## config.mk

```make
export PLATFORM = sky130hd
export DESIGN_NAME = clint_mmio
export DESIGN_NICKNAME = d
export VERILOG_FILES = /design/src/verilog/lsu_pkg.sv /design/src/verilog/clint_mmio.sv
export SDC_FILE = /design/constraint.sdc
export NUM_CORES = 1
export LEC_CHECK = 0
export BUFFER_PORTS_ARGS = -buffer_cell sky130_fd_sc_hd__buf_4
export CELL_PAD_IN_SITES_DETAIL_PLACEMENT = 1
export CELL_PAD_IN_SITES_GLOBAL_PLACEMENT = 1
export CORE_MARGIN = 2
export CORE_UTILIZATION = 43
export CTS_BUF_LIST = sky130_fd_sc_hd__clkbuf_8 sky130_fd_sc_hd__clkbuf_16
export DETAILED_ROUTE_END_ITERATION = 8
export GPL_TIMING_DRIVEN = 0
export PLACE_DENSITY_LB_ADDON = 0.15
export SKIP_LAST_GASP = 1
export SLEW_MARGIN = 20
export SYNTH_ARGS = -nofsm -noshare
export SYNTH_HDL_FRONTEND = slang
export SYNTH_SLANG_ARGS = --single-unit
```

## constraint.sdc

```tcl
create_clock -name clk -period 5.8 [get_ports clk]
set_input_delay 1.16 -clock clk [delete_from_list [all_inputs] [get_ports clk]]
set_output_delay 1.16 -clock clk [all_outputs]
set_load 0.02 [all_outputs]
```

## src/verilog/lsu_pkg.sv

```systemverilog
/* load/store unit shared definitions */

package lsu_pkg;

  // data and address width
  parameter int XLEN   = 64;
  parameter int RIDX_W = 5;

  // memory opcodes, OP_NONE for anything that does not touch memory
  typedef enum logic [3:0] {
    OP_NONE = 4'd0,
    LB      = 4'd1,
    LBU     = 4'd2,
    LH      = 4'd3,
    LHU     = 4'd4,
    LW      = 4'd5,
    LWU     = 4'd6,
    LD      = 4'd7,
    SB      = 4'd8,
    SH      = 4'd9,
    SW      = 4'd10,
    SD      = 4'd11
  } mem_op_e;

  // address map, both windows compared under WINDOW_MASK
  parameter logic [63:0] MEM_BASE    = 64'h0000_0000_8000_0000;
  parameter logic [63:0] MMIO_BASE   = 64'h0000_0000_0200_0000;
  parameter logic [63:0] WINDOW_MASK = 64'h0000_0000_FF00_0000;

  // clint register offsets inside the timer window
  parameter logic [15:0] CLINT_MTIMECMP_OFS = 16'h4000;
  parameter logic [15:0] CLINT_MTIME_OFS    = 16'hBFF8;

  // size code is 3 bits holding bytes minus one:
  // 0 byte, 1 half, 3 word, 7 doubleword

endpackage

```

## src/verilog/clint_mmio.sv

```systemverilog
/* core local timer */

`timescale 1ns/1ps

module clint_mmio
  import lsu_pkg::*;
(
  input  logic            clk,
  input  logic            rst,
  input  logic            i_sel,
  input  logic            i_we,
  input  logic [XLEN-1:0] i_addr,
  input  logic [XLEN-1:0] i_wdata,
  output logic [XLEN-1:0] o_rdata,
  output logic            o_timer_irq
);

  logic [XLEN-1:0] mtime;
  logic [XLEN-1:0] mtimecmp;
  logic [15:0]     ofs;
  logic            hit_mtime;
  logic            hit_mtimecmp;

  assign ofs          = i_addr[15:0];
  assign hit_mtime    = (ofs == CLINT_MTIME_OFS);
  assign hit_mtimecmp = (ofs == CLINT_MTIMECMP_OFS);

  // a write to mtime takes priority over the increment
  always_ff @(posedge clk) begin
    if (rst) begin
      mtime <= '0;
    end else if (i_sel && i_we && hit_mtime) begin
      mtime <= i_wdata;
    end else begin
      mtime <= mtime + 1'b1;
    end
  end

  always_ff @(posedge clk) begin
    if (rst) begin
      mtimecmp <= '1;
    end else if (i_sel && i_we && hit_mtimecmp) begin
      mtimecmp <= i_wdata;
    end
  end

  // read data lands one cycle after select
  always_ff @(posedge clk) begin
    if (i_sel && !i_we) begin
      if (hit_mtime) begin
        o_rdata <= mtime;
      end else if (hit_mtimecmp) begin
        o_rdata <= mtimecmp;
      end else begin
        o_rdata <= '0;
      end
    end
  end

  always_ff @(posedge clk) begin
    if (rst) begin
      o_timer_irq <= 1'b0;
    end else begin
      o_timer_irq <= (mtime >= mtimecmp);
    end
  end

endmodule

```

==> qor.yml <==
timing:
  tightestPinTransition_ps: 736
  clock_skew_ps: 11.4
  finalCriticalPeriod_ps: 3490
  slew_headroom_pct: 49.7
  setup-tns-final_ps: 0
  fin_crit_sh_pct: 60.1
  holdWs_ps: 549
  clock.fmax_ghz: 0.287
  rsz0062_at_grt: "false"
  setup_viol: 0
  fin_ws_ps: 2310
  hold_viol_final: 0
  report.final.slew_viol_count: 0
worst_setup_path:
  critPathSlowestCell: "clkbuf_1"
  crit_top_cell: "clkbuf_1"
  cp.required_ps: 6180
  end_kind: "register"
  critPathLaunchType: "input port"
  worstPathMaxFanout: 10
  critPathKind: "input port to register"
  slowest_delay_ps: 560
  path_cells: "buf_4 > or3_1 > nand4b_1 > nor4b_1 > and3_1 > clkbuf_1 > clkbuf_1 > a211o_1"
  rr_startpoint: "mtime[10]$_SDFF_PP0_"
  reg2reg_slack_ps: 2950
  reg2reg_depth: 7
  r2r_end: "mtime[63]$_SDFF_PP0_"
  crit_arrival_ps: 3870
detailed_routing:
  routed_wl_um: 29500
  firstDrtPassIters: 4
  vias_per_cell: 5.61
  drc_errors: 0
  ant_nets: 0
  drt-initial-drc-count: 333
  routed-via-count: 8288
  wl_per_cell_um: 20.0
yosys:
  ys_seq_elements: 193
  yosysWarningCount: 0
  netlist_area_um2: 9870
  yosysSeqAreaShare_pct: 45.6
  syn-num-nets: 1209
  synthCells: 1012
  syn_avg_cell_area_um2: 9.75
  yosysUniqueCellTypes: 48
clock_tree:
  cts_tree: "done"
  numCtsBuffers: 17
  clk-insertion-delay-late_ps: 440
  cts_root_buffer: "clkbuf_16"
  ctsLongestPathBuffers: 2
  htree_levels: 4
  path_clk_slew_ps: 80
  cts_hold_buf: 0
  cts_resized: 0
  post-cts-setup-buffers: 0
  clock_sinks: 193
finish:
  nets: 1377
  post-route-util_pct: 52.9
  antenna_cells: 0
  drive_gt1_share_pct: 17.3
  final_cells: 1478
  area_growth_syn_to_layout_pct: 20.9
  stdcell_area_um2: 11900
placement:
  dpl.hpwl_um: 21900
  dp_cells: 1446
  port_buffers: 147
  dp_slack_ps: 1850
  globalplace.congestion: 0.797
  place_area_um2: 11400
hold_path:
  hold_class: "register to register"
  min_to: "o_rdata[36]$_DFFE_PP_"
  min_delay_path_depth: 1
  hp-start: "mtimecmp[36]$_SDFFE_PP1P_"
global_route:
  grt_overflow: 0
  track_usage_pct: 25.2
  grt_pass1_wl_um: 47500
  grt_start_max_net_pins: 28
  antenna_found_initial: 0
  grt_pass1_vias: 8892
flow_run:
  drv_cap: 0
pwr:
  irDropWorstVdd_mv: 0.164
  p_leak_nw: 5.21
  p_total_mw: 2.69
  power_density_nw_per_um2: 225
run_status:
  outcome: "complete, no violations"
floorplanning:
  die_w_um: 155
  core.rowCount: 55
  io_pins: 197
  dieHeight_um: 155
  start_util_pct: 43.7
  core_area_um2: 22600
  die_area_um2: 24200
critical path: cells and delay by family:
family          cells  cell delay [ps]
compound gates      1              210
buf+inv             3             1210
simple gates        4             1280
layer usage:
layer	vias to the layer above	global-route usage [%]	wire length [um]
met5	-	0	0
met1	4051	31.4	12700
met3	30	3.18	1130
met4	0	7.86	439
li1	4053	-	-
met2	154	45.2	15200
layout by cell type (no fill, tap or decap), types with 3 or more instances in the layout:
| cell type | count |
|---|---|
| buf_4 | 147 |
| nor2_1 | 140 |
| dfxtp_1 | 129 |
| inv_1 | 72 |
| ha_1 | 65 |
| a22o_1 | 64 |
| a211o_1 | 64 |
| edfxtp_1 | 64 |
| a211oi_1 | 63 |
| clkbuf_1 | 43 |
| nand2_1 | 36 |
| xor2_1 | 31 |
| nand3_1 | 29 |
| xnor2_1 | 29 |
| nand4_1 | 26 |
| a21oi_1 | 22 |
| nor3_1 | 17 |
| o21ai_0 | 17 |
| clkbuf_16 | 17 |
| and3_1 | 13 |
| and4_1 | 11 |
| buf_1 | 10 |
| a21o_1 | 9 |
| buf_2 | 8 |
| or3_1 | 7 |
| clkinvlp_4 | 5 |
| nor2_2 | 4 |
| inv_8 | 4 |
| nor4_1 | 3 |
| nor2b_1 | 3 |
| or4_1 | 3 |
| nor4_2 | 3 |
| inv_6 | 3 |
area by class of cell:
type,count,area [um2]
fillers,2607,10600
multi-input cells,685,4860
flip-flops and latches,193,4500
repair buffers,149,1140
clock buffers,17,425
well taps,285,357
inverters,72,270
plain buffers,62,250
clock inverters,15,126
power breakdown:
group | total (mW) | switching [mW] | internal [mW]
combinational | 0.133 | 0.0728 | 0.0603
sequential | 1.41 | 0.00664 | 1.40
clock | 1.15 | 0.582 | 0.563
total | 2.69 | 0.662 | 2.03
cell families after synthesis:
logic type      Yosys count  share of synthesized area [%]
fa+ha+maj                65                           8.24
flops                   193                           45.6
xor+xnor                 60                           5.33
buf+inv                 134                           5.27
simple gates            310                           15.7
compound gates          250                           19.8
sequential cells by signal (all words and copies together), names as in the netlist:
name / cells
mtime: 64
o_rdata: 64
mtimecmp: 64
o_timer_irq: 1
synth_stat cells (all sizes together):
cell type	n	area (um2)
nor2	144	551
dfxtp	129	2580
inv	72	270
ha	65	813
a211o	64	561
a211oi	64	485
a22o	64	561
edfxtp	64	1920
clkbuf	43	161
nand2	36	135
xor2	31	272
nand3	29	145
xnor2	29	254
nand4	28	188
a21oi	22	110
buf	19	88.8
nor3	19	105
o21ai	17	85.1
and3	13	81.3
and4	11	96.3
a21o	9	67.6
nor4	8	92.6
or3	7	43.8
nor2b	4	25.0
or4	4	33.8
a221oi	2	17.5
a311oi	2	17.5
nand2b	2	12.5
a2111oi	1	8.76
a31o	1	8.76
a31oi	1	6.26
and4b	1	10.0
nand3b	1	7.51
nand4b	1	8.76
nor4b	1	8.76
o211a	1	10.0
o21a	1	7.51
o41ai	1	8.76
or2	1	6.26
worst max-delay path by stage:
stage,startpoint,to,slack (ps),cells after the start
after detailed placement,i_addr[1],mtimecmp[12]$_SDFFE_PP1P_,1850,8
after floorplan,i_we,o_rdata[0]$_DFFE_PP_,1280,1
after global routing,i_addr[1],mtimecmp[17]$_SDFFE_PP1P_,2200,8
final,i_addr[1],mtimecmp[15]$_SDFFE_PP1P_,2310,8
after CTS,i_addr[1],mtimecmp[12]$_SDFFE_PP1P_,2300,8
after global placement,i_sel,o_rdata[31]$_DFFE_PP_,-480,2
Note: power is estimated with default switching activity, not from simulation.
