[src/verilog/lsu_pkg.sv]
/* load/store unit shared definitions */

package lsu_pkg;

  // data and address width
  parameter int XLEN   = 64;
  parameter int RIDX_W = 5;

  // memory opcodes, OP_NONE for anything that does not touch memory
  typedef enum logic [3:0] {
    OP_NONE = 4'd0,
    LB      = 4'd1,
    LBU     = 4'd2,
    LH      = 4'd3,
    LHU     = 4'd4,
    LW      = 4'd5,
    LWU     = 4'd6,
    LD      = 4'd7,
    SB      = 4'd8,
    SH      = 4'd9,
    SW      = 4'd10,
    SD      = 4'd11
  } mem_op_e;

  // address map, both windows compared under WINDOW_MASK
  parameter logic [63:0] MEM_BASE    = 64'h0000_0000_8000_0000;
  parameter logic [63:0] MMIO_BASE   = 64'h0000_0000_0200_0000;
  parameter logic [63:0] WINDOW_MASK = 64'h0000_0000_FF00_0000;

  // clint register offsets inside the timer window
  parameter logic [15:0] CLINT_MTIMECMP_OFS = 16'h4000;
  parameter logic [15:0] CLINT_MTIME_OFS    = 16'hBFF8;

  // size code is 3 bits holding bytes minus one:
  // 0 byte, 1 half, 3 word, 7 doubleword

endpackage

[src/verilog/mem_access_unit.sv]
/* data cache request unit */

`timescale 1ns/1ps

module mem_access_unit
  import lsu_pkg::*;
(
  input  logic            clk,
  input  logic            rst,
  input  logic            i_start,
  input  logic [XLEN-1:0] i_addr,
  input  logic [2:0]      i_size,
  input  logic            i_we,
  input  logic [XLEN-1:0] i_wdata,
  input  logic            i_retire,
  output logic            o_done,
  output logic [XLEN-1:0] o_rdata,
  output logic            o_dc_req,
  output logic [XLEN-1:0] o_dc_addr,
  output logic            o_dc_we,
  output logic [7:0]      o_dc_strb,
  output logic [XLEN-1:0] o_dc_wdata,
  input  logic            i_dc_ack,
  input  logic [XLEN-1:0] i_dc_rdata
);

  typedef enum logic [1:0] {IDLE, REQ, HOLD} unit_state_e;

  unit_state_e state;
  logic [2:0]  lane;
  logic [7:0]  size_mask;

  // bytes covered by the access before lane shift
  always_comb begin
    case (i_size)
      3'd0:    size_mask = 8'h01;
      3'd1:    size_mask = 8'h03;
      3'd3:    size_mask = 8'h0F;
      default: size_mask = 8'hFF;
    endcase
  end

  always_ff @(posedge clk) begin
    if (rst) begin
      state <= IDLE;
    end else begin
      case (state)
        IDLE: if (i_start) state <= REQ;
        REQ:  if (i_dc_ack) state <= HOLD;
        HOLD: if (i_retire) state <= IDLE;
        default: state <= IDLE;
      endcase
    end
  end

  // request payload, held while waiting for ack
  always_ff @(posedge clk) begin
    if (state == IDLE && i_start) begin
      lane       <= i_addr[2:0];
      o_dc_addr  <= i_addr;
      o_dc_we    <= i_we;
      o_dc_strb  <= size_mask << i_addr[2:0];
      o_dc_wdata <= i_wdata << {i_addr[2:0], 3'b000};
    end
    if (state == REQ && i_dc_ack) begin
      o_rdata <= i_dc_rdata >> {lane, 3'b000};
    end
  end

  assign o_dc_req = (state == REQ);
  assign o_done   = (state == HOLD);

endmodule

[src/verilog/mem_stage.sv]
/* memory access stage */

`timescale 1ns/1ps

module mem_stage
  import lsu_pkg::*;
(
  input  logic              clk,
  input  logic              rst,
  input  logic              i_valid,
  output logic              o_ready,
  input  mem_op_e           i_op,
  input  logic [XLEN-1:0]   i_op1,
  input  logic [XLEN-1:0]   i_op2,
  input  logic [XLEN-1:0]   i_op3,
  input  logic [XLEN-1:0]   i_pc,
  input  logic [RIDX_W-1:0] i_rd,
  input  logic              i_rd_wen,
  input  logic [XLEN-1:0]   i_rd_wdata,
  output logic              o_valid,
  input  logic              i_ready,
  output logic [XLEN-1:0]   o_pc,
  output logic [RIDX_W-1:0] o_rd,
  output logic              o_rd_wen,
  output logic [XLEN-1:0]   o_rd_wdata,
  output logic              o_skip_commit,
  output logic              o_dc_req,
  output logic [XLEN-1:0]   o_dc_addr,
  output logic              o_dc_we,
  output logic [7:0]        o_dc_strb,
  output logic [XLEN-1:0]   o_dc_wdata,
  input  logic              i_dc_ack,
  input  logic [XLEN-1:0]   i_dc_rdata,
  output logic              o_mmio_sel,
  output logic              o_mmio_we,
  output logic [XLEN-1:0]   o_mmio_addr,
  output logic [XLEN-1:0]   o_mmio_wdata,
  input  logic [XLEN-1:0]   i_mmio_rdata
);

  typedef enum logic [1:0] {IDLE, WAIT_MEM, WAIT_MMIO, DONE} stage_state_e;
  typedef enum logic [1:0] {CH_NONE, CH_MEM, CH_MMIO} chan_e;

  stage_state_e      state;
  chan_e             chan;
  chan_e             chan_q;
  logic              is_load;
  logic              is_store;
  logic [2:0]        size;
  logic [XLEN-1:0]   wdata;
  logic [XLEN-1:0]   addr;
  logic              accept;
  logic              retire;
  logic              mem_done;
  logic [XLEN-1:0]   mem_rdata;
  logic [XLEN-1:0]   mmio_rdata_q;
  logic [XLEN-1:0]   raw;
  mem_op_e           op_q;
  logic [XLEN-1:0]   rd_wdata_q;

  // opcode decode
  always_comb begin
    is_load  = 1'b0;
    is_store = 1'b0;
    size     = 3'd0;
    wdata    = '0;
    case (i_op)
      LB, LBU: begin is_load = 1'b1; size = 3'd0; end
      LH, LHU: begin is_load = 1'b1; size = 3'd1; end
      LW, LWU: begin is_load = 1'b1; size = 3'd3; end
      LD:      begin is_load = 1'b1; size = 3'd7; end
      SB: begin is_store = 1'b1; size = 3'd0; wdata = {56'd0, i_op2[7:0]}; end
      SH: begin is_store = 1'b1; size = 3'd1; wdata = {48'd0, i_op2[15:0]}; end
      SW: begin is_store = 1'b1; size = 3'd3; wdata = {32'd0, i_op2[31:0]}; end
      SD: begin is_store = 1'b1; size = 3'd7; wdata = i_op2; end
      default: ;
    endcase
  end

  assign addr = i_op1 + i_op3;

  // channel select from the address windows
  always_comb begin
    if (!(is_load || is_store)) begin
      chan = CH_NONE;
    end else if ((addr & WINDOW_MASK) == MEM_BASE) begin
      chan = CH_MEM;
    end else if ((addr & WINDOW_MASK) == MMIO_BASE) begin
      chan = CH_MMIO;
    end else begin
      chan = CH_NONE;
    end
  end

  assign o_ready = (state == IDLE);
  assign accept  = i_valid && o_ready;
  assign o_valid = (state == DONE) || (state == WAIT_MEM && mem_done);
  assign retire  = o_valid && i_ready;

  always_ff @(posedge clk) begin
    if (rst) begin
      state  <= IDLE;
      chan_q <= CH_NONE;
    end else begin
      case (state)
        IDLE: begin
          if (accept) begin
            chan_q <= chan;
            case (chan)
              CH_MEM:  state <= WAIT_MEM;
              CH_MMIO: state <= WAIT_MMIO;
              default: state <= DONE;
            endcase
          end
        end
        WAIT_MMIO: state <= DONE;
        WAIT_MEM, DONE: if (retire) state <= IDLE;
        default: state <= IDLE;
      endcase
    end
  end

  // instruction context, held until the downstream handshake
  always_ff @(posedge clk) begin
    if (accept) begin
      o_pc       <= i_pc;
      o_rd       <= i_rd;
      o_rd_wen   <= i_rd_wen;
      rd_wdata_q <= i_rd_wdata;
      op_q       <= i_op;
    end
    if (state == WAIT_MMIO) begin
      mmio_rdata_q <= i_mmio_rdata;
    end
  end

  // timer access is a single pulse on acceptance
  assign o_mmio_sel   = accept && (chan == CH_MMIO);
  assign o_mmio_we    = is_store;
  assign o_mmio_addr  = addr;
  assign o_mmio_wdata = wdata;

  assign raw = (chan_q == CH_MMIO) ? mmio_rdata_q : mem_rdata;

  // sign or zero extension by opcode
  always_comb begin
    if (chan_q == CH_NONE) begin
      o_rd_wdata = rd_wdata_q;
    end else begin
      case (op_q)
        LB:      o_rd_wdata = {{56{raw[7]}}, raw[7:0]};
        LBU:     o_rd_wdata = {56'd0, raw[7:0]};
        LH:      o_rd_wdata = {{48{raw[15]}}, raw[15:0]};
        LHU:     o_rd_wdata = {48'd0, raw[15:0]};
        LW:      o_rd_wdata = {{32{raw[31]}}, raw[31:0]};
        LWU:     o_rd_wdata = {32'd0, raw[31:0]};
        LD:      o_rd_wdata = raw;
        default: o_rd_wdata = rd_wdata_q;
      endcase
    end
  end

  assign o_skip_commit = (chan_q == CH_MMIO);

  mem_access_unit mem_access_unit_i (
    .clk        (clk),
    .rst        (rst),
    .i_start    (accept && (chan == CH_MEM)),
    .i_addr     (addr),
    .i_size     (size),
    .i_we       (is_store),
    .i_wdata    (wdata),
    .i_retire   (retire),
    .o_done     (mem_done),
    .o_rdata    (mem_rdata),
    .o_dc_req   (o_dc_req),
    .o_dc_addr  (o_dc_addr),
    .o_dc_we    (o_dc_we),
    .o_dc_strb  (o_dc_strb),
    .o_dc_wdata (o_dc_wdata),
    .i_dc_ack   (i_dc_ack),
    .i_dc_rdata (i_dc_rdata)
  );

endmodule

[config.mk]
export PLATFORM = sky130hd
export DESIGN_NAME = mem_stage
export DESIGN_NICKNAME = d
export VERILOG_FILES = /design/src/verilog/lsu_pkg.sv /design/src/verilog/mem_access_unit.sv /design/src/verilog/mem_stage.sv
export SDC_FILE = /design/constraint.sdc
export NUM_CORES = 1
export LEC_CHECK = 0
export BUFFER_PORTS_ARGS = -buffer_cell sky130_fd_sc_hd__buf_2
export CAP_MARGIN = 20
export CORE_AREA = 3 3 340 342
export CTS_CLUSTER_DIAMETER = 30
export DETAILED_ROUTE_END_ITERATION = 10
export DIE_AREA = 0 0 343 345
export REMOVE_ABC_BUFFERS = 1
export SETUP_SLACK_MARGIN = 0.02
export SLEW_MARGIN = 20
export SYNTH_ARGS = -nofsm -noshare
export SYNTH_HDL_FRONTEND = slang
export SYNTH_SLANG_ARGS = --single-unit
export TNS_END_PERCENT = 1
[constraint.sdc]
create_clock -name clk -period 39.1 [get_ports clk]
set_input_delay 0 -clock clk [delete_from_list [all_inputs] [get_ports clk]]
set_output_delay 0 -clock clk [all_outputs]
set_load 0.01 [all_outputs]
==> results of run 1 <==
==> critical path: cells and delay by family <==
| family | cells | cell delay, ns |
|---|---|---|
| buffers and inverters | 4 | 1.41 |
| AO/OA/AOI/OAI | 8 | 2.58 |
| adder cells (fa/ha/maj) | 1 | 0.39 |
| AND/OR/NAND/NOR | 2 | 0.38 |
==> where the power goes <==
| group | internal (mW) | total (mW) | switching (mW) |
|---|---|---|---|
| clock network | 0.680 | 0.991 | 0.311 |
| logic | 0.137 | 0.299 | 0.163 |
| registers | 0.508 | 0.515 | 0.00639 |
| total | 1.33 | 1.81 | 0.480 |
==> metal layers <==
metal | vias up | wire length (µm) | global-route usage, %
met4 | 10 | 5710 | 9.27
met3 | 301 | 11200 | 6.01
met5 | - | 66 | 0
met2 | 1364 | 52600 | 29.7
li1 | 10554 | - | -
met1 | 11372 | 41600 | 20.5
==> cells by family (layout without fill, tap and decap cells) <==
kind of cell               count (synthesis)  count (layout)  share of synthesized area [%]
and+or+nand+nor                          593             593                           12.3
AOI/OAI and AO/OA                        524             524                           15.7
DFF                                      409             409                           56.0
buffers and inverters                    187            1841                           3.23
muxes                                    144             144                           6.91
adders and majority gates                 65              65                           3.75
xor gates and xnor gates                  53              53                           2.13
other                                      0              14                              0
==> synth_stat cells (3+ instances only) <==
library cell / number / area, µm²
nand3_1: 18 / 90.1
or4_1: 3 / 22.5
o21ai_0: 82 / 410
o21bai_1: 18 / 135
a21o_1: 25 / 188
clkbuf_1: 105 / 394
mux2_2: 54 / 608
o211ai_1: 5 / 37.5
nand2b_1: 11 / 68.8
nor2_1: 154 / 578
a211oi_1: 7 / 52.6
nand2_1: 250 / 938
a31oi_1: 13 / 81.3
o21a_1: 5 / 37.5
edfxtp_1: 403 / 12100
buf_1: 18 / 67.6
a32o_1: 9 / 90.1
nor4_1: 7 / 43.8
ha_1: 63 / 788
o22ai_1: 20 / 125
xnor2_1: 36 / 315
nor2b_1: 28 / 175
inv_1: 60 / 225
o2bb2ai_1: 8 / 70.1
a21oi_1: 201 / 1010
and4_1: 4 / 35.0
o311ai_0: 5 / 43.8
a311oi_1: 18 / 158
nor3_1: 23 / 115
a221oi_1: 5 / 43.8
dfxtp_1: 6 / 120
o31ai_1: 7 / 52.6
xor2_1: 17 / 149
nand4_1: 20 / 125
a22o_1: 5 / 43.8
o22a_1: 60 / 526
mux2i_1: 90 / 901
and2_1: 46 / 288
or2_2: 4 / 25.0
a21boi_0: 5 / 37.5
and3_1: 15 / 93.8
==> metrics by stage <==
stage                     utilization [%]  area (µm²)  total power [mW]
after global routing                 34.4       38700              1.87
after global placement               24.7       27800             0.749
after detailed placement             24.7       27800             0.750
final                                34.4       38800              1.81
after CTS                            34.4       38700              1.81
after floorplan                         -       21400             0.642
==> path summary, 6_finish.rpt <==
kind,endpoint,slack (ns),cells past startpoint
setup / recovery,o_mmio_addr[63],34.31,15
setup reg to reg,mem_access_unit_i.o_rdata[7]$_DFFE_PP_,35.51,8
hold reg to reg,chan_q[1]$_SDFFE_PP0P_,0.51,2
hold / removal,mem_access_unit_i.o_dc_addr[42]$_DFFE_PP_,0.07,3
==> final cells by class <==
cell class	instances	area [µm²]
fillers	11001	73900
flip-flops and latches	409	12200
repair buffers	1565	11300
multi-input cells	1379	8980
clock buffers	133	2950
well taps	1500	1880
clock inverters	81	1170
inverters	62	238
diodes	14	35.0
==> state kept, by name (all words and copies together) (netlist names), 4 cells and up <==
register	cells
mem_access_unit_i.o_dc_addr	62
mem_access_unit_i.o_dc_strb	8
mem_access_unit_i.o_dc_wdata	64
mem_access_unit_i.o_rdata	64
mmio_rdata_q	64
o_pc	64
o_rd	5
op_q	4
rd_wdata_q	64
==> timing repair <==
action	CTS	global route
hold endpoints to repair	373	0
hold buffers	676	0
setup buffers	0	0
==> impl_metrics.ini, run 1 <==
[clock_network]
cts.repair.resized = 0
clockBufferDepth = 3
cts_root_buf = clkbuf_16
clk-insertion-delay-late_ns = 0.73
h-tree-depth = 3
cts_tree = built
numCtsBuffers = 113
clock-sinks = 409
clk_pin_slew_ns = 0.04

[place]
gp_congestion = 0.971
place_ws_ns = 34.62
port_buffers = 867
placed_cells = 4238
dp_hpwl_um = 75900

[final_layout]
drive_gt1_share_pct = 32.2
finalNetCount = 4057
finalNonFillerCells = 5143
area_delta_synth_final_pct = 77.6
final_common_cell = buf_2
mostFrequentLayoutCells = 867 x buf_2, 676 x dlygate4sd3_1, 403 x edfxtp_1

[synth]
ys_seq_area_share_pct = 56.0
yosysUniqueCellTypes = 77
syn_inst = 1975
netlist_area_um2 = 21800
synth-edff-count = 403
synth_ff_type = edfxtp_1
yosysWarnings = 0
syn_area_per_cell_um2 = 11.1
ys_async_sr_fraction_pct = 0
ys_ff_latch = 409

[routing]
viasPerCell = 4.59
wl_per_cell_um = 21.6
ant_nets = 0
drt-total-wl_um = 111000
dr.pass1.iters = 6
num_vias = 23601
drt-initial-drc-count = 1779
drc = 0

[critical_path]
crit_fanout = 9
crit_arrival_ns = 4.79
critPathMaxStageDelay_ns = 0.68
path_class = in -> out
endpoint_kind = output port
critPathSlowestCell = a221oi_1
critPathRequiredTime_ns = 39.10
critical_path.startpoint = i_op3[30]
r2r-start = mem_access_unit_i.lane[1]$_DFFE_PP_
worst_setup_path_start_kind = primary input
path_cells = dlygate4sd3_1 > buf_2 > ha_1 > a21oi_1 > o21ai_0 > a221oi_1 > o21bai_1 > a221oi_1 > o221ai_1 > a211oi_2 > a21oi_1 > nor4_1 > dlygate4sd3_1 > nor3_1 > buf_2

[die]
coreArea_um2 = 113000
io_pins = 868
die_h_um = 345
die-area_um2 = 118000
num_rows = 123
start_util_pct = 19.4
die_x_um = 343

[sta]
fin_ws_ns = 34.31
period_share_pct = 12.2
finClkSkew_ns = 0.0872
tightest_slew_ns = 1.15
fin_tns_setup_ns = 0
maxSlewHeadroom_pct = 22.8
drv_slew = 0
fmax_mhz = 209
rsz0062_at_grt = false
finalSetupViolations = 0
hold_viol_final = 0
finalHoldWorstSlack_ns = 0.0733
period_minus_slack_ns = 4.79

[grt]
grt_pass1_vias = 24811
grt_pass1_wl_um = 159000
antenna_found_initial = 21
grt_max_degree = 138
globalRouteTotalUtil_pct = 18.0
grt_overflow_total = 0

[pwr]
p_leak_nw = 16.3
vdd_ir_drop_max_v = 0.0000452
p_per_area_nw_per_um2 = 46.6

[status]
status = finished, final reports clean

[worst_hold_path]
hold_path_class = in -> reg
min_from = i_op1[42]

[run]
drv_cap = 0
No activity file was read; power rests on OpenSTA's default activity.
==> run 2: changes to the inputs <==
--- a/config.mk
+++ b/config.mk
@@ -7,10 +7,10 @@
 export LEC_CHECK = 0
 export BUFFER_PORTS_ARGS = -buffer_cell sky130_fd_sc_hd__buf_2
 export CAP_MARGIN = 20
-export CORE_AREA = 3 3 340 342
+export CORE_AREA = 3 3 338 340
 export CTS_CLUSTER_DIAMETER = 30
 export DETAILED_ROUTE_END_ITERATION = 10
-export DIE_AREA = 0 0 343 345
+export DIE_AREA = 0 0 341 343
 export REMOVE_ABC_BUFFERS = 1
 export SETUP_SLACK_MARGIN = 0.02
 export SLEW_MARGIN = 20
==> constraint.sdc (replaced) <==
create_clock -name clk -period 3.89 [get_ports clk]
set_input_delay 0 -clock clk [delete_from_list [all_inputs] [get_ports clk]]
set_output_delay 0 -clock clk [all_outputs]
set_load 0.01 [all_outputs]
==> run 2 against run 1 <==
  * Clock skew shrank 0.029 ns
  * Cell count grew 0.49%
  * Combinational power grew to 10 times the previous value
  * Count of clock-buffer cells in the layout shrank 9
  * Total power grew to 9.9 times the previous value
  * Die area shrank 1.2%
  * Register-to-register slack lost 35 ns
  * Non-clock buffer count grew 36
  * Critical path depth is the same
  * Sequential power grew to 10 times the previous value
  * Via count grew 0.35%
  * Largest cell class unchanged
  * Largest power group unchanged
  * Highest routed layer unchanged
==> impl_metrics.ini, run 2 (synthesized netlist as in run 1, its figures left out) <==
[status]
status = finished, final reports clean

[critical_path]
worst_setup_path_start_kind = primary input
path_class = in -> out
crit_fanout = 8
rr_endpoint = mem_access_unit_i.o_rdata[9]$_DFFE_PP_
crit_arrival_ns = 3.65
endpoint_kind = output port
reg2reg_depth = 7
critPathRequiredTime_ns = 3.89
r2r-start = mem_access_unit_i.lane[1]$_DFFE_PP_
rrSetupSlack_ns = 0.26

[final_layout]
finalNetCount = 4091
fin_area_um2 = 39000
area_delta_synth_final_pct = 78.5
final_common_cell = buf_2
fill_cells = 10984
multi_input_area_um2 = 9030
mostFrequentLayoutCells = 867 x buf_2, 667 x dlygate4sd3_1, 403 x edfxtp_1
drive_gt1_share_pct = 33.0
register_area_um2 = 12200
finalNonFillerCells = 5168
fin_util_pct = 34.8

[die]
num_rows = 123
io_pins = 868
die_x_um = 341
die-area_um2 = 117000
die_h_um = 343
start_util_pct = 19.5
coreArea_um2 = 112000

[clock_network]
numCtsBuffers = 111
cts_root_buf = clkbuf_16
clockBufferDepth = 3
clk-insertion-delay-late_ns = 0.72
cts_tree = built
clk_pin_slew_ns = 0.04
h-tree-depth = 3
clock-sinks = 409

[routing]
dr.pass1.iters = 7
num_vias = 23684
drt-initial-drc-count = 1694
wl_per_cell_um = 21.5
drt-total-wl_um = 111000
ant_nets = 0
drc = 0
viasPerCell = 4.58

[sta]
finalSetupViolations = 0
finClkSkew_ns = 0.0587
hold_viol_final = 0
fmax_mhz = 274
period_minus_slack_ns = 3.65
period_share_pct = 93.9
rsz0062_at_grt = false
maxSlewHeadroom_pct = 23.3
fin_ws_ns = 0.237
tightest_slew_ns = 1.15
drv_slew = 0
fin_tns_setup_ns = 0
finalHoldWorstSlack_ns = 0.0631

[grt]
globalRouteTotalUtil_pct = 18.2
grt_pass1_wl_um = 159000
grt_max_degree = 88
grt_overflow_total = 0
antenna_found_initial = 19
grt_pass1_vias = 24499

[place]
dp_hpwl_um = 78000
placed_cell_area_um2 = 28200
place_ws_ns = -0.0837
port_buffers = 867
placed_cells = 4280
gp_congestion = 0.928

[worst_hold_path]
hold_path_class = in -> reg
hold_path_end = mem_access_unit_i.o_dc_addr[55]$_DFFE_PP_
min_from = i_op3[55]
hold_path_depth = 3

[pwr]
vdd_ir_drop_max_v = 0.000449
p_leak_nw = 16.5
power_mw = 17.9
p_per_area_nw_per_um2 = 459

[run]
drv_cap = 0
run 2: worst max-delay path by stage:
stage | cells after the start | start | end
2_1_floorplan | 13 | i_op1[0] | mem_access_unit_i.lane[0]$_DFFE_PP_
3_3_place_gp | 16 | i_op1[0] | mem_access_unit_i.o_dc_strb[2]$_SDFFCE_PP0P_
3_5_place_dp | 16 | i_op1[0] | mem_access_unit_i.o_dc_strb[6]$_DFFE_PP_
4_1_cts | 15 | i_op3[16] | o_mmio_addr[63]
5_1_grt | 16 | i_op3[22] | o_mmio_addr[51]
6_report | 15 | i_op3[22] | o_mmio_addr[63]
run 2: per-layer routing:
layer | wire length, µm | global-route usage, % | up-vias
li1 | - | - | 10602
met3 | 9650 | 5.39 | 278
met2 | 53600 | 30.8 | 1317
met1 | 43400 | 21.4 | 11477
met5 | 67 | 0 | -
met4 | 4550 | 7.71 | 10
run 2: worst max-delay path, stage by stage:
cell           delay [ns]
dlygate4sd3_1        0.53
buf_2                0.13
ha_1                 0.38
a21oi_1              0.23
o21ai_0              0.15
a221oi_1             0.32
o21ai_0              0.14
a31oi_2              0.25
buf_4                0.19
o221ai_1             0.17
a211oi_2             0.37
a21oi_1              0.18
and4_1               0.23
nor3_2               0.22
buf_2                0.17
run 2: layout make-up:
cell class,count,area share [%]
inverters,62,0.610
flip-flops and latches,409,31.4
clock buffers,124,7.25
repair buffers,1601,29.8
well taps,1500,4.82
multi-input cells,1379,23.2
diodes,8,0.0514
clock inverters,85,2.94
run 2: power by group:
part	total (mW)	switching, mW	internal, mW
sequential	5.17	0.0652	5.11
combinational	3.05	1.62	1.43
clock	9.66	3.05	6.61
run 2: timing repair:
item / CTS / global route
endpoints found under the hold margin: 376 / 0
endpoints found under the setup margin: 0 / 20
gates resized for setup: 0 / 14
buffers inserted: 0 / 4
hold buffers: 667 / 0
